`src/logic/cpu_pkg.sv`:
```
/*
 * cpu shared types: widths, opcodes, instruction word views,
 * host link payloads and pipeline register contents
 */
package cpu_pkg;

    parameter int IMEM_AW_DEFAULT = 8;

    typedef logic [31:0] word_t;
    typedef logic [3:0]  reg_idx_t;

    typedef enum logic [7:0] {
        NOP  = 8'h00,
        ADD  = 8'h01,
        SUB  = 8'h02,
        AND  = 8'h03,
        OR   = 8'h04,
        XOR  = 8'h05,
        ADDI = 8'h10,
        OUT  = 8'h11,
        HALT = 8'hff
    } opcode_t;

    //////////////////////////////
    // instruction word views

    typedef struct packed {
        opcode_t     opcode;
        reg_idx_t    rd;
        reg_idx_t    rs;
        reg_idx_t    rt;
        logic [11:0] unused;
    } instr_r_t;

    typedef struct packed {
        opcode_t     opcode;
        reg_idx_t    rd;
        reg_idx_t    rs;
        logic [15:0] imm;
    } instr_i_t;

    typedef union packed {
        instr_r_t r;
        instr_i_t i;
    } instr_u;

    //////////////////////////////
    // link payloads and pipeline registers

    typedef struct packed {
        logic [7:0] addr;
        word_t      data;
        logic       last;  // final word of the program
    } load_word_t;

    typedef struct packed {
        logic [15:0] addr;
        word_t       data;
    } host_write_t;

    typedef struct packed {
        logic     valid;
        opcode_t  opcode;
        reg_idx_t rd;
        word_t    a;
        word_t    b;
        word_t    store_data;  // rd value for OUT
    } dx_t;

    typedef struct packed {
        logic     valid;
        logic     we;
        reg_idx_t rd;
        word_t    result;
    } xw_t;

    function automatic logic is_reg_form(opcode_t op);
        return op inside {ADD, SUB, AND, OR, XOR};
    endfunction

    function automatic logic uses_imm(opcode_t op);
        return op inside {ADDI, OUT};
    endfunction

    function automatic logic writes_rd(opcode_t op);
        return is_reg_form(op) || (op == ADDI);
    endfunction

endpackage

```
`src/logic/alu.sv`:
```
/*
 * integer ALU, operation picked directly from the opcode
 */
`timescale 1ns/1ns

module alu (
    input  cpu_pkg::opcode_t op,
    input  cpu_pkg::word_t   a,
    input  cpu_pkg::word_t   b,
    output cpu_pkg::word_t   y
);
    import cpu_pkg::*;

    always_comb begin
        case (op)
            ADD, ADDI, OUT: y = a + b;  // OUT computes its host address
            SUB:            y = a - b;
            AND:            y = a & b;
            OR:             y = a | b;
            XOR:            y = a ^ b;
            default:        y = '0;
        endcase
    end

endmodule

```
`src/logic/exec_stage.sv`:
```
/*
 * execute stage: decode/execute register with operand select,
 * ALU, and the execute/writeback register
 */
`timescale 1ns/1ns

module exec_stage (
    input  logic                 clk,
    input  logic                 rst_n,
    input  logic                 freeze,
    input  cpu_pkg::instr_u      issue,
    input  cpu_pkg::word_t       rs_val,
    input  cpu_pkg::word_t       rt_val,
    output cpu_pkg::dx_t         dx_pending,
    output cpu_pkg::xw_t         xw_pending,
    output logic                 out_fire,
    output cpu_pkg::host_write_t host_write_in
);
    import cpu_pkg::*;

    dx_t   dx_next;
    xw_t   xw_next;
    word_t alu_y;

    always_comb begin
        dx_next.valid      = (issue.r.opcode != NOP);
        dx_next.opcode     = issue.r.opcode;
        dx_next.rd         = issue.r.rd;
        dx_next.a          = rs_val;
        dx_next.store_data = rt_val;
        if (uses_imm(issue.r.opcode))
            dx_next.b = {{16{issue.i.imm[15]}}, issue.i.imm};  // sign extend
        else
            dx_next.b = rt_val;
    end

    alu u_alu (
        .op (dx_pending.opcode),
        .a  (dx_pending.a),
        .b  (dx_pending.b),
        .y  (alu_y)
    );

    always_comb begin
        xw_next.valid  = dx_pending.valid;
        xw_next.we     = dx_pending.valid && writes_rd(dx_pending.opcode);
        xw_next.rd     = dx_pending.rd;
        xw_next.result = alu_y;
    end

    assign out_fire           = dx_pending.valid && (dx_pending.opcode == OUT);
    assign host_write_in.addr = alu_y[15:0];
    assign host_write_in.data = dx_pending.store_data;

    // both stages hold while the host write is outstanding
    always_ff @(posedge clk or negedge rst_n) begin
        if (!rst_n) begin
            dx_pending <= '0;
            xw_pending <= '0;
        end else if (!freeze) begin
            dx_pending <= dx_next;
            xw_pending <= xw_next;
        end
    end

endmodule

```
`config.mk`:
```
export PLATFORM = sky130hd
export DESIGN_NAME = exec_stage
export DESIGN_NICKNAME = d
export VERILOG_FILES = /design/src/logic/cpu_pkg.sv /design/src/logic/alu.sv /design/src/logic/exec_stage.sv
export SDC_FILE = /design/constraint.sdc
export NUM_CORES = 1
export LEC_CHECK = 0
export BUFFER_PORTS_ARGS = -buffer_cell sky130_fd_sc_hd__clkbuf_2
export CORE_ASPECT_RATIO = 1.75
export CORE_MARGIN = 5
export CORE_UTILIZATION = 55
export CTS_BUF_LIST = sky130_fd_sc_hd__clkbuf_8
export CTS_CLUSTER_DIAMETER = 100
export DETAILED_ROUTE_END_ITERATION = 6
export GPL_TIMING_DRIVEN = 0
export PLACE_DENSITY = 0.94
export SLEW_MARGIN = 20
export SYNTH_ARGS = -nofsm -noshare
export SYNTH_HDL_FRONTEND = slang
export SYNTH_SLANG_ARGS = --single-unit
```
`constraint.sdc`:
```
create_clock -name clk -period 13 [get_ports clk]
set_clock_uncertainty 0.15 [all_clocks]
set_input_delay 2.6 -clock clk [delete_from_list [all_inputs] [get_ports clk]]
set_output_delay 2.6 -clock clk [all_outputs]
set_load 0.03 [all_outputs]
```
# Word-level counts from Yosys, hierarchy flattened
# Index checks and enable logic that the tools add are counted.
# totals
output_inout_bits	196
input_bits	99
wordCells	33
register_bits	147
# op_classes
bitwise	3
addsub	2
mux	2
n_eq_ne	9
reduce_logical	7
# op_table
operator	count
$pmux 32 s5	1
$add 32x32->32	1
$and 32x32->32	1
$eq 8x5->1 const B	4
$mux 32	1
$or 32x32->32	1
$sub 32x32->32	1
$xor 32x32->32	1
$eq 8x2->1 const B	2
$eq 8x3->1 const B	2
$eq 8x1->1 const B	1
$reduce_bool 8->1	1
$reduce_bool 5->1	1
$reduce_or 3->1	1
$logic_and 1x1->1	2
$reduce_bool 2->1	1
$logic_or 1x1->1	1

# Longest topological paths before layout
# logic_depth
ltp_word	4
ltp_mapped	18
mapped_depth_nobuf	17

# By module
# From an unflattened synthesis, not the netlist that was laid out.
# unflattened
hier_cells	1007
area_unflattened_um2	10358.7
# modules_own_cells
module	area_each_um2	instances	seq_area_each_um2	cells_each
exec_stage	6187.2	1	3678.5	456
alu	4171.5	1	0.0	551

# Worst setup path after synthesis
# Ideal clock, no wire load.
# synth_path
kind	reg2out
start	reg dx_pending[104] in the netlist's numbering
end	out host_write_in[42] in the netlist's numbering
n_path_buf	3
slack_ps	6599
path_stages_with_launch	16
arrival_time_ps	3651
path_cell_list	dfrtp_1 nor4_1 and4b_1 clkbuf_1 clkbuf_1 nor2_1 xnor2_1 ha_1 nor2b_1 o2111ai_1 a21boi_1 o21a_1 o21a_1 or3_1 a31o_2 buf_4
# synth_between
elab_chain_cells	3
word_cells_on_any_way	9
classes_between	7 x eq/ne; 1 x mux; 1 x reduce/logical
# synth_rtl
element	line	source
start: declaration	exec_stage.sv:14	output cpu_pkg::dx_t dx_pending,
start signal: assignment	exec_stage.sv:61	dx_pending <= dx_next;
$eq 8x1->1 or $eq 8x5->1 (tied branches)	alu.sv:15	case (op)
$reduce_or 3->1	alu.sv:15	
$pmux 32 s5 (*)	alu.sv:15	
end: declaration	exec_stage.sv:17	output cpu_pkg::host_write_t host_write_in
# Mark *: on every way between the ends. The rest lies on a longest branch, timed or not.

# Final worst setup path
# layout_path
start	reg dx_pending[104] in the netlist's numbering
end	out host_write_in[47] in the netlist's numbering
# Same word-level chain as after synthesis.

==> impl_metrics.py <==
metrics = {
    "setup_path": {
        "critical_path.max_fanout": 10,
        "start_kind": "register",
        "worst-path-buf-inv": 4,
        "critPathMaxStageDelay_ns": 0.65,
        "crit_arrival_ns": 5.55,
        "cpMostUsedCell": "clkbuf_1",
        "end_kind": "primary output",
        "critPathKind": "register to primary output",
        "slowest_stage": "clkbuf_1",
        "cp.required_ns": 10.25,
        "path_cells": "nor4_1 > and4b_1 > clkbuf_1 > clkbuf_1 > nor2_1 > xnor2_1 > ha_1 > and2_1 > nand4_1 > a21o_1 > a211o_1 > a21oi_1 > nor3_1 > o32ai_1 > buf_4 > clkbuf_2",
        "cpLargestDelayFamily": "buffers and inverters",
    },
    "place": {
        "place_area_um2": 12100,
        "hpwl_mm": 28.0,
        "gp_congestion": 0.998,
        "port_buffers": 289,
    },
    "yosys": {
        "synth-xor-area-share_pct": 4.66,
        "synth_adder_area_share_pct": 11.8,
        "syn_inst": 1076,
        "yosysWarnings": 0,
        "synth-compound-area-share_pct": 17.7,
        "synth_top_family_by_area": "compound AO/OA/AOI/OAI gates",
        "synthArstFlopShare_pct": 100,
        "syn_nets": 1272,
        "synth.area.mux_share_pct": 12.0,
        "synth_area_um2": 10300,
        "synth-seq-cells": 147,
        "synth-edff-count": 0,
        "synth-simple-area-share_pct": 9.29,
        "yosys_most_used_dff": "dfrtp_1",
        "seq_area_frac_synth_pct": 35.6,
        "synth_cell_types": 74,
        "avgSynthCellArea_um2": 9.62,
    },
    "clocking": {
        "cts_buffers": 17,
        "worstSkewPairLatency_ns": 0.48,
        "clockBufferDepth": 2,
        "post_cts_buffers": 0,
        "clock_tree.root_cell": "clkbuf_8",
        "cts_tree": "done",
        "clkTransAtPathRegs_ns": 0.09,
        "hold_buffers": 0,
        "cts.sinks": 147,
        "h-tree-depth": 4,
        "cts_resized": 0,
    },
    "power_and_ir_drop": {
        "intPower_uw": 841,
        "p_comb_share_pct": 38.7,
        "p_sw_uw": 599,
        "seqPwrFrac_pct": 38.3,
        "p_clk_share_pct": 22.9,
        "irDropWorstVdd_v": 0.0000979,
        "leakage_uw": 0.00633,
        "power.total_uw": 1440,
        "powerDensity_nw_per_um2": 115,
        "p_sw_share_pct": 41.6,
    },
    "timing": {
        "finalMaxSlewViolations": 0,
        "hold_slack_ns": 0.343,
        "grt_setup_unrepaired": "no",
        "timing.fmax_ghz": 0.121,
        "fin_crit_sh_pct": 63.8,
        "slew_headroom_pct": 40.4,
        "period_needed_ns": 8.30,
        "setup_viol": 0,
        "tns_ns": 0,
        "max_slew.worst_pin.slew_ns": 0.872,
        "hold_viol": 0,
    },
    "min_path": {
        "holdCritPathClass": "register to register",
    },
    "floorplan": {
        "die_area_um2": 21800,
        "core_um2": 18600,
        "initial_utilization_pct": 55.7,
        "die_h_um": 191,
        "io-pin-count": 295,
        "die-width_um": 114,
        "num_rows": 66,
    },
    "detailed_routing": {
        "vias": 9980,
        "viasPerCell": 6.10,
        "routed_wl_mm": 35.5,
        "firstDrtPassIters": 7,
        "initialDrtViolationCount": 689,
        "antenna_left": 0,
        "drc": 0,
        "wl_per_cell_um": 21.7,
    },
    "cells_and_area": {
        "areaGrowthSynthToFinish_pct": 20.6,
        "fin_area_um2": 12500,
        "diodes": 0,
        "post-route-util_pct": 67.1,
        "nets": 1581,
        "drive_gt1_share_pct": 34.5,
    },
    "global_routing": {
        "antenna_found_initial": 0,
        "grt_max_degree": 89,
        "track_usage_pct": 32.6,
        "grt_pass1_vias": 10500,
        "grt_pass1_wl_mm": 55.4,
        "grt_overflow": 0,
    },
    "outcome": {
        "status": "complete, no violations",
    },
    "flow_run": {
        "max-cap-violations": 0,
    },
}
## cells in the mapped netlist, drive strengths merged (4+ instances only)
master	count	area share, %
or4	4	0.33
o32ai	4	0.34
a221oi	6	0.51
nor3	18	0.87
mux2i	19	1.8
buf	61	4.3
dfrtp	147	36
ha	96	12
mux2	93	10
o221ai	9	0.76
a31oi	12	0.73
nor4	4	0.45
o21ai	74	3.6
nor2	37	1.4
a211oi	20	1.5
a21oi	54	2.6
a22oi	21	1.5
o22ai	9	0.54
nand4	7	0.48
nor2b	6	0.36
o21a	11	0.80
and3	12	0.73
o41ai	5	0.60
inv	77	2.8
clkbuf	51	1.9
xor2	14	1.2
nand3	8	0.39
o2111ai	4	0.34
a21o	17	1.2
a41oi	4	0.41
nand2	84	3.0
and2	4	0.24
xnor2	41	3.5
## sequential cells by signal, indices dropped and copies added, names as in the netlist
register / cells
dx_pending: 109
xw_pending: 38
## cell type report
type                    count  area, um^2
clock inverters            12        85.1
flip-flops and latches    147        3680
inverters                  77         289
repair buffers            290        1480
multi-input cells         739        5730
clock buffers              19         262
well taps                 238         298
plain buffers             113         652
fillers                  1471        6110
## layer usage
metal  wire [um]  vias up  track usage (%)
met5           0        -                0
met2       18100      580             57.0
met4        2470        0             21.6
met3        2860      191             7.48
li1            -     4402                -
met1       12100     4807             34.5
## worst paths after layout
check                           slack (ns)       startpoint  depth (start not counted)                 to
worst max-delay path                  4.70  dx_pending[104]                         16  host_write_in[47]
worst min-delay path                  0.34   xw_pending[19]                          1     xw_pending[19]
worst max register to register        7.33  dx_pending[104]                         15     xw_pending[27]
worst min register to register        0.34   xw_pending[19]                          1     xw_pending[19]
max in group asynchronous             9.91            rst_n                          2     dx_pending[22]
min in group asynchronous             1.95            rst_n                          1      xw_pending[5]
## power groups by stage
stage                     registers (uW)  clock network [uW]  logic [uW]
after detailed placement             558                   0         548
final                                552                 330         558
after global placement               556                   0         532
after floorplan                      621                   0         310
after global routing                 557                 351         603
after CTS                            550                 331         552
## kinds of logic (layout without fill, tap and decap cells)
group                    after synthesis  in the layout
AO/OA/AOI/OAI                        277            277
XOR/XNOR                              55             55
adder cells (fa/ha/maj)               97             97
buffers and inverters                190            511
flip-flops                           147            147
multiplexers                         112            112
AND/OR/NAND/NOR                      198            198
## metrics by stage
stage / instances / worst slack, ns
4_1_cts: 1635 / 4.83
2_1_floorplan: 1076 / 6.60
3_3_place_gp: 1603 / 5.42
3_5_place_dp: 1604 / 5.36
5_1_grt: 1635 / 4.37
6_report: 1635 / 4.70
## cells in the final DEF (no fill, tap or decap), types with 20 or more instances in the layout
| cell | instances |
|---|---|
| clkbuf_2 | 288 |
| dfrtp_1 | 147 |
| ha_1 | 96 |
| mux2_2 | 93 |
| nand2_1 | 84 |
| inv_1 | 78 |
| o21ai_0 | 74 |
| a21oi_1 | 54 |
| buf_4 | 54 |
| clkbuf_1 | 51 |
| xnor2_1 | 41 |
| nor2_1 | 36 |
| a22oi_1 | 21 |
| a211oi_1 | 20 |
| clkbuf_8 | 20 |
Power figures use the tool's default switching activity.
