==> config.mk <==
export PLATFORM = sky130hd
export DESIGN_NAME = cpu_sequencer
export DESIGN_NICKNAME = d
export VERILOG_FILES = /design/src/logic/cpu_pkg.sv /design/src/logic/cpu_sequencer.sv
export SDC_FILE = /design/constraint.sdc
export NUM_CORES = 1
export LEC_CHECK = 0
export BUFFER_PORTS_ARGS = -buffer_cell sky130_fd_sc_hd__buf_2
export CAP_MARGIN = 0
export CORE_AREA = 2 2 156 158
export CTS_BUF_LIST = sky130_fd_sc_hd__clkbuf_2
export CTS_CLUSTER_SIZE = 10
export DETAILED_ROUTE_END_ITERATION = 6
export DIE_AREA = 0 0 158 160
export PLACE_DENSITY = 0.44
export SLEW_MARGIN = 40
export SYNTH_ARGS = -nofsm -noshare
export SYNTH_HDL_FRONTEND = slang
export SYNTH_SLANG_ARGS = --single-unit
==> constraint.sdc <==
create_clock -name clk -period 6.6 [get_ports clk]
set_input_delay 0.33 -clock clk [delete_from_list [all_inputs] [get_ports clk]]
set_output_delay 0.33 -clock clk [all_outputs]
set_load 0.1 [all_outputs]
==> src/logic/cpu_pkg.sv <==
/*
 * cpu shared types: widths, opcodes, instruction word views,
 * host link payloads and pipeline register contents
 */
package cpu_pkg;

    parameter int IMEM_AW_DEFAULT = 8;

    typedef logic [31:0] word_t;
    typedef logic [3:0]  reg_idx_t;

    typedef enum logic [7:0] {
        NOP  = 8'h00,
        ADD  = 8'h01,
        SUB  = 8'h02,
        AND  = 8'h03,
        OR   = 8'h04,
        XOR  = 8'h05,
        ADDI = 8'h10,
        OUT  = 8'h11,
        HALT = 8'hff
    } opcode_t;

    //////////////////////////////
    // instruction word views

    typedef struct packed {
        opcode_t     opcode;
        reg_idx_t    rd;
        reg_idx_t    rs;
        reg_idx_t    rt;
        logic [11:0] unused;
    } instr_r_t;

    typedef struct packed {
        opcode_t     opcode;
        reg_idx_t    rd;
        reg_idx_t    rs;
        logic [15:0] imm;
    } instr_i_t;

    typedef union packed {
        instr_r_t r;
        instr_i_t i;
    } instr_u;

    //////////////////////////////
    // link payloads and pipeline registers

    typedef struct packed {
        logic [7:0] addr;
        word_t      data;
        logic       last;  // final word of the program
    } load_word_t;

    typedef struct packed {
        logic [15:0] addr;
        word_t       data;
    } host_write_t;

    typedef struct packed {
        logic     valid;
        opcode_t  opcode;
        reg_idx_t rd;
        word_t    a;
        word_t    b;
        word_t    store_data;  // rd value for OUT
    } dx_t;

    typedef struct packed {
        logic     valid;
        logic     we;
        reg_idx_t rd;
        word_t    result;
    } xw_t;

    function automatic logic is_reg_form(opcode_t op);
        return op inside {ADD, SUB, AND, OR, XOR};
    endfunction

    function automatic logic uses_imm(opcode_t op);
        return op inside {ADDI, OUT};
    endfunction

    function automatic logic writes_rd(opcode_t op);
        return is_reg_form(op) || (op == ADDI);
    endfunction

endpackage

==> src/logic/cpu_sequencer.sv <==
/*
 * cpu control: boot loader, fetch and stall logic,
 * host write-out handshake and halt detection
 */
`timescale 1ns/1ns

module cpu_sequencer #(
    parameter int IMEM_AW = cpu_pkg::IMEM_AW_DEFAULT
) (
    input  logic                 clk,
    input  logic                 rst_n,
    input  logic                 load_req,
    input  cpu_pkg::load_word_t  load_word,
    output logic                 load_ack,
    output logic                 host_req,
    input  logic                 host_ack,
    output logic                 imem_we,
    output logic [IMEM_AW-1:0]   imem_addr,
    output cpu_pkg::word_t       imem_wdata,
    input  cpu_pkg::instr_u      fetched,
    output cpu_pkg::reg_idx_t    rs_sel,
    output cpu_pkg::reg_idx_t    rt_sel,
    input  cpu_pkg::xw_t         xw_pending,
    input  cpu_pkg::dx_t         dx_pending,
    output logic                 freeze,
    output cpu_pkg::instr_u      issue,
    input  logic                 out_fire,
    input  cpu_pkg::host_write_t host_write_in,
    output cpu_pkg::host_write_t host_write,
    output logic                 halted
);
    import cpu_pkg::*;

    typedef enum logic [2:0] {
        BOOT,
        RUN,
        HOST_WAIT,
        HOST_RELEASE,
        DRAIN,
        HALTED
    } state_t;

    state_t             state;
    logic [IMEM_AW-1:0] pc;           // next fetch address
    logic               fv;           // fetched word is a real instruction
    logic               halt_seen;
    logic               last_loaded;
    logic               running;
    logic               stall;
    logic               halt_dec;
    opcode_t            dec_op;

    // source register still being produced further down the pipe
    function automatic logic clash(reg_idx_t src, dx_t dx, xw_t xw);
        return (dx.valid && writes_rd(dx.opcode) && dx.rd == src) ||
               (xw.valid && xw.we && xw.rd == src);
    endfunction

    assign running = (state == RUN) || (state == DRAIN);
    assign freeze  = (state == HOST_WAIT) || (state == HOST_RELEASE);
    assign halted  = (state == HALTED);

    //////////////////////////////
    // decode side

    assign dec_op   = fetched.r.opcode;
    assign rs_sel   = fetched.r.rs;
    assign rt_sel   = (dec_op == OUT) ? fetched.i.rd : fetched.r.rt;  // OUT sends rd
    assign halt_dec = fv && (state == RUN) && (dec_op == HALT);

    always_comb begin
        stall = 1'b0;
        if (fv && state == RUN) begin
            if (is_reg_form(dec_op) || uses_imm(dec_op))
                stall = stall | clash(fetched.r.rs, dx_pending, xw_pending);
            if (is_reg_form(dec_op))
                stall = stall | clash(fetched.r.rt, dx_pending, xw_pending);
            if (dec_op == OUT)
                stall = stall | clash(fetched.i.rd, dx_pending, xw_pending);
        end
    end

    always_comb begin
        issue = '0;  // bubble
        if (fv && state == RUN && !stall)
            issue = fetched;
    end

    //////////////////////////////
    // instruction memory port

    assign imem_we    = (state == BOOT) && load_req && !load_ack;
    assign imem_wdata = load_word.data;

    always_comb begin
        if (state == BOOT)
            imem_addr = IMEM_AW'(load_word.addr);
        else if (freeze || stall)
            imem_addr = pc - 1'b1;  // re-read the word in decode
        else
            imem_addr = pc;
    end

    //////////////////////////////
    // control FSM

    always_ff @(posedge clk or negedge rst_n) begin
        if (!rst_n) begin
            state       <= BOOT;
            pc          <= '0;
            fv          <= 1'b0;
            halt_seen   <= 1'b0;
            last_loaded <= 1'b0;
            load_ack    <= 1'b0;
            host_req    <= 1'b0;
        end else begin
            case (state)
                BOOT: begin
                    if (imem_we) begin
                        load_ack    <= 1'b1;
                        last_loaded <= load_word.last;
                    end else if (load_ack && !load_req) begin
                        load_ack <= 1'b0;
                        if (last_loaded) begin
                            state <= RUN;
                            pc    <= '0;
                            fv    <= 1'b0;
                        end
                    end
                end
                RUN, DRAIN: begin
                    if (halt_dec) begin
                        fv        <= 1'b0;  // nothing fetched past HALT
                        halt_seen <= 1'b1;
                    end else if (state == RUN && !stall) begin
                        pc <= pc + 1'b1;
                        fv <= 1'b1;
                    end
                    if (out_fire) begin
                        host_req <= 1'b1;
                        state    <= HOST_WAIT;
                    end else if (halt_dec) begin
                        state <= DRAIN;
                    end else if (state == DRAIN && !dx_pending.valid && !xw_pending.valid) begin
                        state <= HALTED;
                    end
                end
                HOST_WAIT: begin
                    if (host_ack) begin
                        host_req <= 1'b0;
                        state    <= HOST_RELEASE;
                    end
                end
                HOST_RELEASE: begin
                    if (!host_ack)
                        state <= halt_seen ? DRAIN : RUN;
                end
                default: ;  // halted until reset
            endcase
        end
    end

    always_ff @(posedge clk) begin
        if (running && out_fire)
            host_write <= host_write_in;
    end

endmodule

== Yosys cells after proc, flatten, opt, wreduce, memory -nomap -nowiden ==
Index checks and enable logic that the tools add are counted.
Cells by class
  add/subtract/negate cells: 2
  equal/unequal tests: 35
  muxes and demuxes: 37
  bitwise operators: 2
  reductions and logical operators: 47
Operators with widths (count)
  two-way mux 8 bit: 7
  == test 8 x 2 -> 1 bit, second input constant: 4
  == test 8 x 3 -> 1 bit, second input constant: 4
  two-way mux 32 bit: 1
  two-way mux 3 bit: 9
  == test 4 bit: 6
  == test 8 x 5 -> 1 bit, second input constant: 3
  logical AND 1 bit: 18
  == test 8 x 1 -> 1 bit, second input constant: 2
  case mux 8 bit (2 select lines): 1
  two-way mux 1 bit: 15
  != test 2 bit, second input constant: 7
  case mux 3 bit (4 select lines): 1
  nonzero test 5 bit: 2
  adder 8 x 1 -> 8 bit, second input constant: 1
  == test 8 bit, second input constant: 1
  logical OR 1 bit: 8
  nonzero test 2 bit: 4
  subtractor 8 x 1 -> 8 bit, second input constant: 1
  AND reduction 7 bit: 1
  == test 3 x 2 -> 1 bit, second input constant: 2
  == test 3 bit, second input constant: 2
  AND reduction 2 bit: 3
  AND reduction 6 bit: 1
  other kinds (13): 19
Word-level totals
  register bits: 64
  input port bits: 273
  output and inout port bits: 133
  word-level logic and storage cells: 132

== Longest topological paths before layout ==
  depth in word-level cells: 19
  gate-level depth with buffers: 8
  depth with buffers taken out: 7

== Least setup slack after synthesis ==
Ideal clock, no wire load.
  path type: flip-flop to output port
  from: reg state[2]
  to: out imem_addr[6]
  arrival time: 4390 ps
  required time: 6270 ps
  path slack: 1880 ps
  cell stages (with the launch flop): 8
  path buffers: 1
  cells stage by stage: dfrtp_1 -> buf_6 -> nor2_1 -> nor2_1 -> nor2_1 -> o211ai_4 -> or3_1 -> a31oi_1
On the way
  elaborated cells on any way between the ends: 10
  those cells by class: eq/ne: 3; mux: 3; reduce/logical: 4
RTL lines
  start: declaration: RTL line cpu_sequencer.sv:43  | state_t state;
  start signal: assignment: RTL line cpu_sequencer.sv:156  | state <= halt_seen ? DRAIN : RUN;
  == test 3 x 2 -> 1 bit: RTL line cpu_sequencer.sv:60  | assign freeze = (state == HOST_WAIT) || (state == HOST_RELEASE);
  logical OR 1 bit *: RTL line cpu_sequencer.sv:60
  via freeze: RTL line cpu_sequencer.sv:25  | output logic freeze,
  logical OR 1 bit *: RTL line cpu_sequencer.sv:98  | else if (freeze || stall)
  two-way mux 8 bit *: RTL line cpu_sequencer.sv:98
  two-way mux 8 bit *: RTL line cpu_sequencer.sv:96  | if (state == BOOT)
  end: declaration: RTL line cpu_sequencer.sv:18  | output logic [IMEM_AW-1:0] imem_addr,
Mark *: on every way through the listed nets, which the timed path passes. The rest lies on a longest branch.

== Final worst setup path ==
  from: reg state[1]
  to: out imem_addr[3]
On the way
  word-level cells in the longest chain between the ends: 6
  elaborated cells on any way between the ends: 10
  those cells by class: eq/ne: 3; mux: 3; reduce/logical: 4
Ends and longest elaborated chain
  == test 3 x 1 -> 1 bit: RTL line cpu_sequencer.sv:73  | if (fv && state == RUN) begin
  logical AND 1 bit: RTL line cpu_sequencer.sv:73
  two-way mux 1 bit: RTL line cpu_sequencer.sv:73
  logical OR 1 bit: RTL line cpu_sequencer.sv:98
  two-way mux 8 bit: RTL line cpu_sequencer.sv:98
  two-way mux 8 bit *: RTL line cpu_sequencer.sv:96
Mark *: on every way between the ends. The rest lies on a longest branch, timed or not.

==> summary.txt <==
Timing
  • Slew HR: 0.502
  • Period utilization: 0.549
  • Max Fclk: about 280 MHz
  • Final hold vios: 0
  • Period minus WS final: ~3.6 ns
  • RSZ-0062 raised after global routing: no
  • Setup violators final: 0
  • Slew @ Worst Pin: approximately 0.75 ns
  • Post-Route Skew: ~0.05 ns
  • Final hold slack: between 0.1 and 0.15 ns
  • Setup TNS: 0 ns
  • Final Max Slew Viols: 0

Floorplan
  • Die area: 0.0253 mm^2
  • Core area: between 0.02 and 0.025 mm^2
  • Die Ht: roughly 160 um
  • Die Wd: between 150 and 200 um
  • Top-level I/O count: 406
  • Effective utilization at floorplan: 0.157
  • Row cnt: 57

Synthesis
  • Yosys top cell by area: edfxtp_1
  • Mapped Area: roughly 0.0037 mm^2
  • Yosys top cell area share: 0.386
  • Synthesized flop and latch total: 64
  • Register area share after synthesis: 0.493
  • Ys Warns: 0
  • Synth unique cells: 58
  • Dominant cell by count in the synthesized netlist: edfxtp_1
  • Largest cells by area after synthesis: edfxtp_1 39%, dfrtp_1 11%, buf_4 7.2%
  • Mapped Nets: between 600 and 700
  • Async set-or-reset flop fraction in the synthesized netlist: 0.250
  • Cells after synthesis: roughly 340
  • EDFF count, synth: 48
  • Top_reg_cell synth: edfxtp_1
  • Synth top cells by count: 48 x edfxtp_1, 36 x buf_4, 31 x and2_1, 31 x nor2_1, 22 x xnor2_1
  • Avg Cell Area, Syn: around 11 um^2

GRT
  • GRT Total Usage: 0.0988
  • Largest net degree at the start of global routing: 49
  • Antenna violations before repair: 1
  • Vias in the first global route: 3,472
  • Grt ovf: 0
  • First-pass GRT wire length: approximately 19,000 um

Critical path
  • Crit. End Element: output port
  • WS Path Type: reg -> out
  • CP Max Fanout: 14
  • Arr. time, crit path: between 3 and 4 ns
  • Worst path required time: approximately 6.3 ns
  • CP startpoint kind: flop
  • R2R Path Start: state[0]
  • Crit path from: state[1]

Finish
  • Fillers: approximately 2,600
  • Area delta synth->final: 47.9%
  • Share of post-route cells with drive strength above 1: 0.446
  • Post-layout util: 0.232
  • Total Nets Final: about 850

Clock network
  • Longest Clk Path Bufs: 2
  • CTS sink cnt: 64
  • CTS tree: built
  • Clk_lat worst skew: approximately 0.5 ns
  • Clk slew on worst S/H paths: roughly 0.26 ns
  • CTS Buf Count: 9
  • Clk Tree Root Cell: clkbuf_2
  • H-Tree Depth: 3
  • Postcts setup bufs: 0

Job
  • Max Cap Violations: 0

Routing
  • Routed Antenna Nets: 0
  • Drt via density: between 3 and 4
  • Routed WL: approximately 13,000 um
  • DRC Markers: 0
  • DRT Pass-1 Iters: 5
  • Initial DRC count: 112
  • Total number of vias: about 3,400
  • Routed len/inst: approximately 14 um

Worst hold path
  • Hold wc startpoint: out_fire
  • Hold crit path type: in -> reg

Power
  • Maximum VDD drop: 278 uV
  • PwrDens: around 440 mW/mm^2
  • Clock Power Share: 0.103
  • Leakage Power: roughly 0.0024 uW
  • Sw frac: 0.633
  • Register share of total power: 0.239
  • Pint: ~900 uW
  • Logic gate share of total power: 0.658
  • Net switching power: roughly 1600 uW

Place
  • Post-DP HPWL: 9950 um
  • I/O Buffers: 213
  • GPL Wtd Cong: ~0.76

Status
  • Status: completed
worst paths after layout:
path                                      to  slack (ns)  depth (start not counted)
worst max register to register         pc[3]        3.75                          6
worst min-delay path                state[1]        0.12                          3
worst min register to register     halt_seen        0.53                          1
min in group asynchronous           host_req        0.27                          2
max in group asynchronous              pc[4]        5.98                          2
worst max-delay path            imem_addr[3]        2.98                          8
metrics by stage:
| step | power [uW] | setup slack [ns] | cells | cell area, um^2 |
|---|---|---|---|---|
| after floorplan | 2010 | 1.88 | 343 | 3730 |
| after global placement | 2200 | 3.22 | 836 | 4890 |
| after detailed placement | 2200 | 3.22 | 836 | 4890 |
| after CTS | 2490 | 2.73 | 903 | 5520 |
| after global routing | 2590 | 2.55 | 904 | 5520 |
| final | 2450 | 2.98 | 904 | 5520 |
cell type report:
cell class,instances,area (um^2),share of cell area
inverters,7,26.3,0.00476
multi-input cells,227,1540,0.279
diodes,1,2.50,0.000453
clock inverters,7,77.6,0.0140
flip-flops and latches,64,1840,0.333
repair buffers,265,1580,0.287
well taps,324,405,0.0734
clock buffers,9,45.0,0.00816
cells by family (layout without fill, tap and decap cells):
logic type / count (synthesis) / count (layout) / share of synthesized area
compound gates: 58 / 58 / 0.117
xor+xnor: 26 / 26 / 0.0610
fa+ha+maj: 2 / 2 / 0.00670
buf+inv: 52 / 288 / 0.0965
flops: 64 / 64 / 0.493
mux: 7 / 7 / 0.0204
other cells: 0 / 1 / 0
simple gates: 134 / 134 / 0.205
cell usage in the layout, fill, tap and decap left out, types with 8 or more instances in the layout:
master / count
buf_2: 213
dlygate4sd3_1: 51
edfxtp_1: 48
and2_1: 31
nor2_1: 30
xnor2_1: 22
nand2_1: 21
o21ai_0: 17
dfrtp_1: 16
nand2b_1: 10
a31oi_1: 9
clkbuf_2: 9
a21oi_1: 8
nand3_1: 8
flip-flops by register name (all words and copies together), names as in the netlist:
name         flops
state            3
halt_seen        1
fv               1
load_ack         1
host_write      48
last_loaded      1
host_req         1
pc               8
power by group through the flow:
stage | Clock [uW] | Sequential (uW) | Combinational, uW
after floorplan | 0 | 951 | 1060
after global placement | 0 | 597 | 1610
after detailed placement | 0 | 596 | 1600
after CTS | 267 | 586 | 1630
after global routing | 287 | 601 | 1700
final | 252 | 586 | 1610
timing repair:
item                      4_1_cts  5_1_grt
hold buffers                   51        0
resized for setup               0        0
hold endpoints to repair       66        0
metal layers:
layer,part of all wire,GRT usage,up-vias
met5,0,0,-
met4,0.022,0.0373,0
met2,0.46,0.171,216
met3,0.10,0.0269,22
met1,0.42,0.116,1530
li1,-,-,1654
critical path, cell delays in order, from the launching register on:
cell,delay (ns)
dfrtp_1,0.65
inv_1,0.18
nor2_1,0.40
nor2_1,0.09
nor2_1,0.25
o21a_1,0.31
nand3b_1,0.11
a31oi_1,0.29
buf_2,0.49
(Power assumes the default switching activity.)
