==> config.mk <==
export PLATFORM = sky130hd
export DESIGN_NAME = reg_file
export DESIGN_NICKNAME = d
export VERILOG_FILES = /design/src/logic/cpu_pkg.sv /design/src/logic/reg_file.sv
export SDC_FILE = /design/constraint.sdc
export NUM_CORES = 1
export LEC_CHECK = 0
export BUFFER_PORTS_ARGS = -buffer_cell sky130_fd_sc_hd__clkbuf_2
export CAP_MARGIN = 20
export CORE_MARGIN = 5
export CORE_UTILIZATION = 49
export CTS_BUF_LIST = sky130_fd_sc_hd__clkbuf_4 sky130_fd_sc_hd__clkbuf_8
export DETAILED_ROUTE_END_ITERATION = 6
export GPL_ROUTABILITY_DRIVEN = 0
export GPL_TIMING_DRIVEN = 0
export PLACE_DENSITY_LB_ADDON = 0.08
export SLEW_MARGIN = 20
export SYNTH_ARGS = -nofsm -noshare
export SYNTH_HDL_FRONTEND = slang
export SYNTH_SLANG_ARGS = --single-unit
==> constraint.sdc <==
create_clock -name clk -period 2.04 [get_ports clk]
set_clock_uncertainty 0.05 [all_clocks]
set_input_delay 0.408 -clock clk [delete_from_list [all_inputs] [get_ports clk]]
set_output_delay 0.408 -clock clk [all_outputs]
set_load 0.05 [all_outputs]
==> src/logic/cpu_pkg.sv <==
/*
 * cpu shared types: widths, opcodes, instruction word views,
 * host link payloads and pipeline register contents
 */
package cpu_pkg;

    parameter int IMEM_AW_DEFAULT = 8;

    typedef logic [31:0] word_t;
    typedef logic [3:0]  reg_idx_t;

    typedef enum logic [7:0] {
        NOP  = 8'h00,
        ADD  = 8'h01,
        SUB  = 8'h02,
        AND  = 8'h03,
        OR   = 8'h04,
        XOR  = 8'h05,
        ADDI = 8'h10,
        OUT  = 8'h11,
        HALT = 8'hff
    } opcode_t;

    //////////////////////////////
    // instruction word views

    typedef struct packed {
        opcode_t     opcode;
        reg_idx_t    rd;
        reg_idx_t    rs;
        reg_idx_t    rt;
        logic [11:0] unused;
    } instr_r_t;

    typedef struct packed {
        opcode_t     opcode;
        reg_idx_t    rd;
        reg_idx_t    rs;
        logic [15:0] imm;
    } instr_i_t;

    typedef union packed {
        instr_r_t r;
        instr_i_t i;
    } instr_u;

    //////////////////////////////
    // link payloads and pipeline registers

    typedef struct packed {
        logic [7:0] addr;
        word_t      data;
        logic       last;  // final word of the program
    } load_word_t;

    typedef struct packed {
        logic [15:0] addr;
        word_t       data;
    } host_write_t;

    typedef struct packed {
        logic     valid;
        opcode_t  opcode;
        reg_idx_t rd;
        word_t    a;
        word_t    b;
        word_t    store_data;  // rd value for OUT
    } dx_t;

    typedef struct packed {
        logic     valid;
        logic     we;
        reg_idx_t rd;
        word_t    result;
    } xw_t;

    function automatic logic is_reg_form(opcode_t op);
        return op inside {ADD, SUB, AND, OR, XOR};
    endfunction

    function automatic logic uses_imm(opcode_t op);
        return op inside {ADDI, OUT};
    endfunction

    function automatic logic writes_rd(opcode_t op);
        return is_reg_form(op) || (op == ADDI);
    endfunction

endpackage

==> src/logic/reg_file.sv <==
/*
 * register file, sixteen words with r0 tied to zero,
 * two read ports and a write-through write port
 */
`timescale 1ns/1ns

module reg_file (
    input  logic              clk,
    input  logic              rst_n,
    input  cpu_pkg::reg_idx_t rs_sel,
    input  cpu_pkg::reg_idx_t rt_sel,
    output cpu_pkg::word_t    rs_val,
    output cpu_pkg::word_t    rt_val,
    input  cpu_pkg::xw_t      wr
);
    import cpu_pkg::*;

    word_t regs [16];
    logic  wr_en;

    assign wr_en = wr.valid && wr.we && (wr.rd != '0);

    always_ff @(posedge clk or negedge rst_n) begin
        if (!rst_n) begin
            for (int i = 0; i < 16; i++)
                regs[i] <= '0;
        end else if (wr_en) begin
            regs[wr.rd] <= wr.result;
        end
    end

    // same-cycle write is visible on the read ports
    always_comb begin
        if (rs_sel == '0)
            rs_val = '0;
        else if (wr_en && wr.rd == rs_sel)
            rs_val = wr.result;
        else
            rs_val = regs[rs_sel];

        if (rt_sel == '0)
            rt_val = '0;
        else if (wr_en && wr.rd == rt_sel)
            rt_val = wr.result;
        else
            rt_val = regs[rt_sel];
    end

endmodule

# [Yosys cells after proc, flatten, opt, wreduce, memory -nomap -nowiden]
# Cells that the tools add are included.
[word_totals] elab_cells=46 register_bits=512 out_inout_bits=64
[op_classes] order_cmp=4 n_mux=13 n_reduce_logical=8 n_eq_ne=2 bitwise_logic=3
[op_table] cell="$bwmux 512" count=1
[op_table] cell="$mux 32" count=9
[op_table] cell="$bmux 32 s4" count=2
[op_table] cell="$demux 32 s4" count=1
[op_table] cell="$ge 5x5->1 const B" count=3
[op_table] cell="$not 4->5" count=3
[op_table] cell="$eq 4x4->1" count=2
[op_table] cell="$logic_not 4->1" count=2
[op_table] cell="$logic_and 1x1->1" count=5
[op_table] cell="$lt 5x1->1 const B" count=1
[op_table] cell="$reduce_bool 4->1" count=1

# [Longest topological paths before layout]
# Gate-level depths: netlist of the first run.
[logic_depth] ltp_word=6 depth_mapped=7

# [Least setup slack after synthesis of the first run]
# Ideal clock, no wire load.
[synth_path] path_type="input-to-output" startpoint="input rt_sel[1]" endpoint="output rt_val[14]" stages=6 t_required_ns=1.582 arrival_ns=1.945 path_slack_ns=-0.363 n_path_buf=2 cell_sequence="buf_4 buf_2 mux4_2 mux2i_1 mux2i_1 a22o_1"
[synth_via] elab_chain_len=6 elab_cells_between_ends=9 cone_classes="1 x eq/ne; 5 x mux; 1 x bitwise; 2 x reduce/logical"
[synth_rtl] item="start: declaration" line_no="reg_file.sv:11" rtl="input cpu_pkg::reg_idx_t rt_sel,"
[synth_rtl] item="$not 4->5 (not written as such)" line_no="reg_file.sv:46" rtl="rt_val = regs[rt_sel];"
[synth_rtl] item="$bmux 32 s4" line_no="reg_file.sv:46"
[synth_rtl] item="$mux 32 (not written as such) (2 in series)" line_no="reg_file.sv:46"
[synth_rtl] item="$mux 32" line_no="reg_file.sv:43" rtl="else if (wr_en && wr.rd == rt_sel)"
[synth_rtl] item="$mux 32 *" line_no="reg_file.sv:41" rtl="if (rt_sel == '0)"
[synth_rtl] item="end: declaration" line_no="reg_file.sv:13" rtl="output cpu_pkg::word_t rt_val,"
# Mark *: on every way between the ends. The rest lies on a longest branch, timed or not. The select of a mux whose other input is x is not followed.

# [Final worst setup path of the first run]
[layout_path] startpoint="input rt_sel[3]" endpoint="output rt_val[13]"
# Same word-level chain as after synthesis.

==> impl_metrics.yaml, run 1 <==
synthesis:
  synth_area_um2: 28200
  synth_cells: 1755
  synth_commonest_cells: "512 x dfrtp_1, 370 x mux2_2, 256 x mux4_2"
  post-synth-top-count-cell: "dfrtp_1"
  synth_area_leaders: "dfrtp_1 45%, mux4_2 20%, mux2_2 15%"
  syn_avg_cell_area_um2: 16.1
  syn-num-nets: 1803
  synth_edf_count: 0
  yosys_warnings: 0
  yosysTopAreaCellShare_pct: 45.4
  synth_area_leader_cell: "dfrtp_1"
  ys.flop_type: "dfrtp_1"
  synth_seq_area_share_pct: 45.4
  ys_ff_latch: 512
  ys_types: 25
  async_flop_share_pct: 100
drt:
  via_count: 17600
  remaining_drc_errors: 0
  wl_per_cell_um: 30.0
  drtAntennaViolNets: 0
  dr.pass1.iters: 5
  drt_iter0_markers: 1065
  viasPerCell: 6.19
  drt-total-wl_mm: 85.4
grt:
  grt_pass1_wl_mm: 127
  overflow: 0
  grt_usage_pct: 27.2
  grt_max_degree: 91
  grt_pass1_vias: 19200
  antenna_found_initial: 2
die:
  io_pins: 112
  rows: 88
  start_util_pct: 49.2
  die_w_um: 250
  die_h_um: 250
  dieArea_um2: 62600
  coreArea_um2: 57400
timing:
  slew_violations: 0
  worst_slew_pin_slew_ns: 1.13
  period_needed_ns: 2.84
  max_freq_mhz: 352
  final-setup-viol-count: 64
  rsz0062_at_grt: "true"
  setup_ws_ns: -0.800
  relSlewSlack_pct: 24.9
  tns_ns: -46.55
  final_hold_viol_count: 0
  fin_crit_sh_pct: 139
clock_tree:
  cts_buffer_depth: 3
  cts_num_sinks: 512
  clk_latency_ns: 0.69
  cts-root-buf: "clkbuf_8"
  htreeDepth: 3
  path_clk_slew_ns: 0.06
  cts_tree: "yes"
  numCtsBuffers: 93
final_layout:
  fillCellCount: 4407
  syn_to_final_growth_pct: 21.0
  fin_cells: 2846
  largest_register_ffs: 512
  largest_registers: "regs (512)"
  layout-drive-gt1-share_pct: 61.0
  insertedDiodeCount: 0
  multi_input_area_um2: 15100
  nets: 2057
  regMostFlops: "regs"
  final_core_util_pct: 59.6
  ff_latch_area_um2: 12800
pwr:
  p_comb_share_pct: 28.8
  p_sw_mw: 9.96
  power_frac_clock_pct: 31.1
  internal_power_mw: 23.4
  sequentialPowerShare_pct: 40.1
  switching_share_pct: 29.8
  p_per_area_nw_per_um2: 976
  peakVddDrop_mv: 0.626
  p_leak_nw: 15.5
setup_path:
  cp.arrival_ns: 2.38
  crit_path_end_kind: "output port"
  crit_type: "in2out"
  cp_max_fo: 10
  path_cells: "buf_2, clkbuf_1, mux2i_1, a22o_4, buf_8"
  critPathLaunchType: "input port"
  reg2regPathDepth: 3
  crit_path_max_incr_delay_ns: 0.88
  cp_slowest_cell: "clkbuf_1"
  cp.required_ns: 1.58
placement:
  place_hpwl_mm: 56.0
  dpl.cell_count: 2625
  place_ws_ns: -1.09
  portBuffers: 99
worst_hold_path:
  min_path_cells: 2
  holdCritPathClass: "in2reg"
flow_run:
  maxCapViolCount: 0
status:
  status: "finished, violations left"
  violations: "setup timing"
-- final cells by class --
cell class / instances / area share (%)
buffer: 211 / 4.50
clock inverter: 8 / 0.150
tap: 765 / 2.80
multi-input combinational: 1032 / 44.1
clock buffer: 159 / 5.65
timing repair buffer: 159 / 5.37
sequential: 512 / 37.5
-- critical path, delay by kind of cell --
family,cells,cell delay [ns]
AOI/OAI and AO/OA,1,0.29
buffers and inverters,3,1.43
muxes,1,0.23
-- final timing paths --
path | to | from | slack, ns
worst min-delay path | regs[146] | wr[18] | 0.07
min in group asynchronous | regs[504] | rst_n | 0.22
worst max register to register | regs[26] | regs[26] | 0.98
worst min register to register | regs[502] | regs[502] | 0.43
worst max-delay path | rt_val[13] | rt_sel[3] | -0.80
max in group asynchronous | regs[37] | rst_n | 0.22
-- what timing repair did --
action	in CTS	in global routing
pin swaps	39	45
endpoints found under the hold margin	234	0
hold buffers	40	0
endpoints found under the setup margin	64	154
gates resized for setup	166	80
buffers inserted	6	7
cloned	0	1
-- layer usage --
layer	global-route usage [%]	wire, um
met4	8.58	2670
met1	37.7	36200
met5	0	13
met2	43.7	41200
met3	5.91	5290
-- power by group through the flow --
stage	sequential, mW	combinational (mW)	clock [mW]
after floorplan	13.0	6.79	0
after global placement	13.3	8.34	0
after detailed placement	13.5	8.52	0
after CTS	13.3	9.32	10.6
after global routing	13.6	10.1	11.1
final	13.4	9.63	10.4
-- per-stage QoR --
step                      area [um^2]  hold WS, ns  power [mW]
after CTS                       34000       0.0103        33.3
final                           34200       0.0724        33.4
after global routing            34200       0.0276        34.8
after global placement          30600        0.402        21.7
after floorplan                 29200       0.0624        19.8
after detailed placement        30800        0.360        22.0
-- placed cells by master, fill, tap and decap left out, drive strengths merged --
| cell | count |
|---|---|
| a21oi | 2 |
| a22o | 64 |
| and2 | 2 |
| buf | 206 |
| clkbuf | 283 |
| clkinv | 4 |
| clkinvlp | 3 |
| dfrtp | 512 |
| dlygate4sd3 | 40 |
| inv | 1 |
| mux2 | 480 |
| mux2i | 192 |
| mux4 | 256 |
| nand2 | 2 |
| nand2b | 2 |
| nand4 | 1 |
| nand4b | 2 |
| nor2 | 10 |
| nor3 | 1 |
| nor4 | 6 |
| or3 | 2 |
| or4 | 2 |
| xor2 | 8 |
-- kinds of logic after synthesis --
family | share of synthesized area, %
DFF | 45.4
xor gates and xnor gates | 0.248
muxes | 47.7
buffers and inverters | 3.96
AOI/OAI and AO/OA | 2.02
and+or+nand+nor | 0.673
(Power assumes the default switching activity.)
==> run 2, diff against run 1 <==
- SETUP_SLACK_MARGIN: not set -> 0.05
==> run 2 against run 1 <==
  * The run still ends with setup timing left
  * Setup slack got worse by 0.015 ns
  * Utilization about the same
  * Highest routed layer unchanged
  * Routed wire length hardly changed
  * Sequential power about the same
  * Sequential share of layout area about the same
  * Fmax fell by 0.51%
  * Critical path depth stayed put
  * Via count decreased by 0.18%
  * Largest cell class unchanged
  * Non-clock buffer count up 1
  * Global-route usage stayed put
  * Final area hardly changed
==> impl_metrics.yaml, run 2 (synthesis results as in run 1) <==
status:
  status: "finished, violations left"
  violations: "setup timing"
clock_tree:
  cts_tree: "yes"
  cts_buffer_depth: 3
  cts-root-buf: "clkbuf_8"
  path_clk_slew_ns: 0.06
  numCtsBuffers: 93
  cts_num_sinks: 512
  clk_latency_ns: 0.68
  htreeDepth: 3
drt:
  drt-total-wl_mm: 85.4
  dr.pass1.iters: 5
  remaining_drc_errors: 0
  drt_iter0_markers: 1114
  wl_per_cell_um: 30.0
  via_count: 17600
  viasPerCell: 6.17
  drtAntennaViolNets: 0
grt:
  antenna_found_initial: 2
  grt_pass1_wl_mm: 127
  grt_usage_pct: 27.2
  grt_max_degree: 91
  overflow: 0
  grt_pass1_vias: 19200
final_layout:
  largest_registers: "regs (512)"
  nets: 2058
  final_common_cell: "dfrtp_1"
  layout-drive-gt1-share_pct: 61.0
  fin_cells: 2847
  final_cell_mix: "512 x dfrtp_1, 370 x mux2_2, 256 x mux4_2"
  insertedDiodeCount: 0
  multi_input_area_um2: 15100
  regMostFlops: "regs"
  largest_register_ffs: 512
  fillCellCount: 4404
  syn_to_final_growth_pct: 21.1
  ff_latch_area_um2: 12800
pwr:
  p_leak_nw: 15.5
  p_per_area_nw_per_um2: 975
  peakVddDrop_mv: 0.626
setup_path:
  path_cells: "buf_2, clkbuf_1, mux2i_1, a22o_4, buf_8"
  cp_slowest_cell: "clkbuf_1"
  cp.required_ns: 1.58
  cp_max_fo: 10
  crit_path_max_incr_delay_ns: 0.89
  reg2reg_setup_slack_ns: 0.98
  crit_type: "in2out"
  cp.arrival_ns: 2.40
  critPathLaunchType: "input port"
  crit_path_end_kind: "output port"
timing:
  final-setup-viol-count: 64
  slew_violations: 0
  worst_slew_pin_slew_ns: 1.14
  tns_ns: -46.79
  max_freq_mhz: 350
  final_hold_viol_count: 0
  period_needed_ns: 2.85
  rsz0062_at_grt: "true"
  relSlewSlack_pct: 23.9
  setup_ws_ns: -0.815
  fin_crit_sh_pct: 140
placement:
  portBuffers: 99
  place_hpwl_mm: 56.0
  dpl.cell_count: 2625
worst_hold_path:
  holdCritPathClass: "in2reg"
die:
  die_h_um: 250
  coreArea_um2: 57400
  start_util_pct: 49.2
  rows: 88
  dieArea_um2: 62600
  die_w_um: 250
  io_pins: 112
flow_run:
  maxCapViolCount: 0
-- run 2: what timing repair did --
item,CTS,global route
cloned,0,2
hold endpoints to repair,234,0
hold buffers,40,0
endpoints found under the setup margin,64,210
gates resized for setup,166,81
setup buffers,6,7
pin swaps,39,45
-- run 2: worst paths after layout --
path / start / end / depth (start not counted)
min: wr[18] / regs[146] / 2
max reg2reg: regs[26] / regs[26] / 3
max: rt_sel[3] / rt_val[11] / 5
min in group asynchronous: rst_n / regs[439] / 2
min reg2reg: regs[502] / regs[502] / 1
max in group asynchronous: rst_n / regs[174] / 5
-- run 2: through the flow --
stage | total power [mW] | instance area, um^2 | worst slack (ns) | hold slack, ns | utilization (%)
finish | 33.4 | 34200 | -0.815 | 0.0728 | 59.7
global route | 34.8 | 34200 | -0.880 | 0.0276 | 59.7
CTS | 33.3 | 34000 | -0.861 | 0.0103 | 59.2
detailed placement | 22.0 | 30800 | -1.09 | 0.360 | 53.7
global placement | 21.7 | 30600 | -11.62 | 0.402 | 53.4
floorplan | 19.8 | 29200 | -0.135 | 0.0624 | -
-- run 2: layout make-up --
cell class / count / share of cell area [%]
multi-input cells: 1032 / 44.0
flip-flops and latches: 512 / 37.4
clock buffers: 159 / 5.65
repair buffers: 160 / 5.44
plain buffers: 211 / 4.50
well taps: 765 / 2.80
clock inverters: 8 / 0.150
-- run 2: power breakdown --
| group | switching (mW) | internal [mW] | total (mW) | leakage [nW] |
|---|---|---|---|---|
| Combinational | 4.15 | 5.48 | 9.63 | 7.90 |
| Clock | 4.46 | 5.91 | 10.4 | 1.06 |
| Sequential | 1.34 | 12.0 | 13.4 | 6.58 |
| Total | 9.95 | 23.4 | 33.4 | 15.5 |
-- run 2: layer usage --
layer / part of all wire [%] / track usage (%) / routed length, um / up-vias
li1: - / - / - / 7329
met1: 43 / 37.7 / 36400 / 9564
met2: 48 / 43.7 / 41200 / 514
met3: 6.0 / 5.91 / 5090 / 166
met4: 3.1 / 8.58 / 2650 / 2
met5: 0.015 / 0 / 13 / -
-- run 2: critical path: cells and delay by family --
family | cells | cell delay [ns]
buf+inv | 3 | 1.44
compound gates | 1 | 0.29
mux | 1 | 0.24
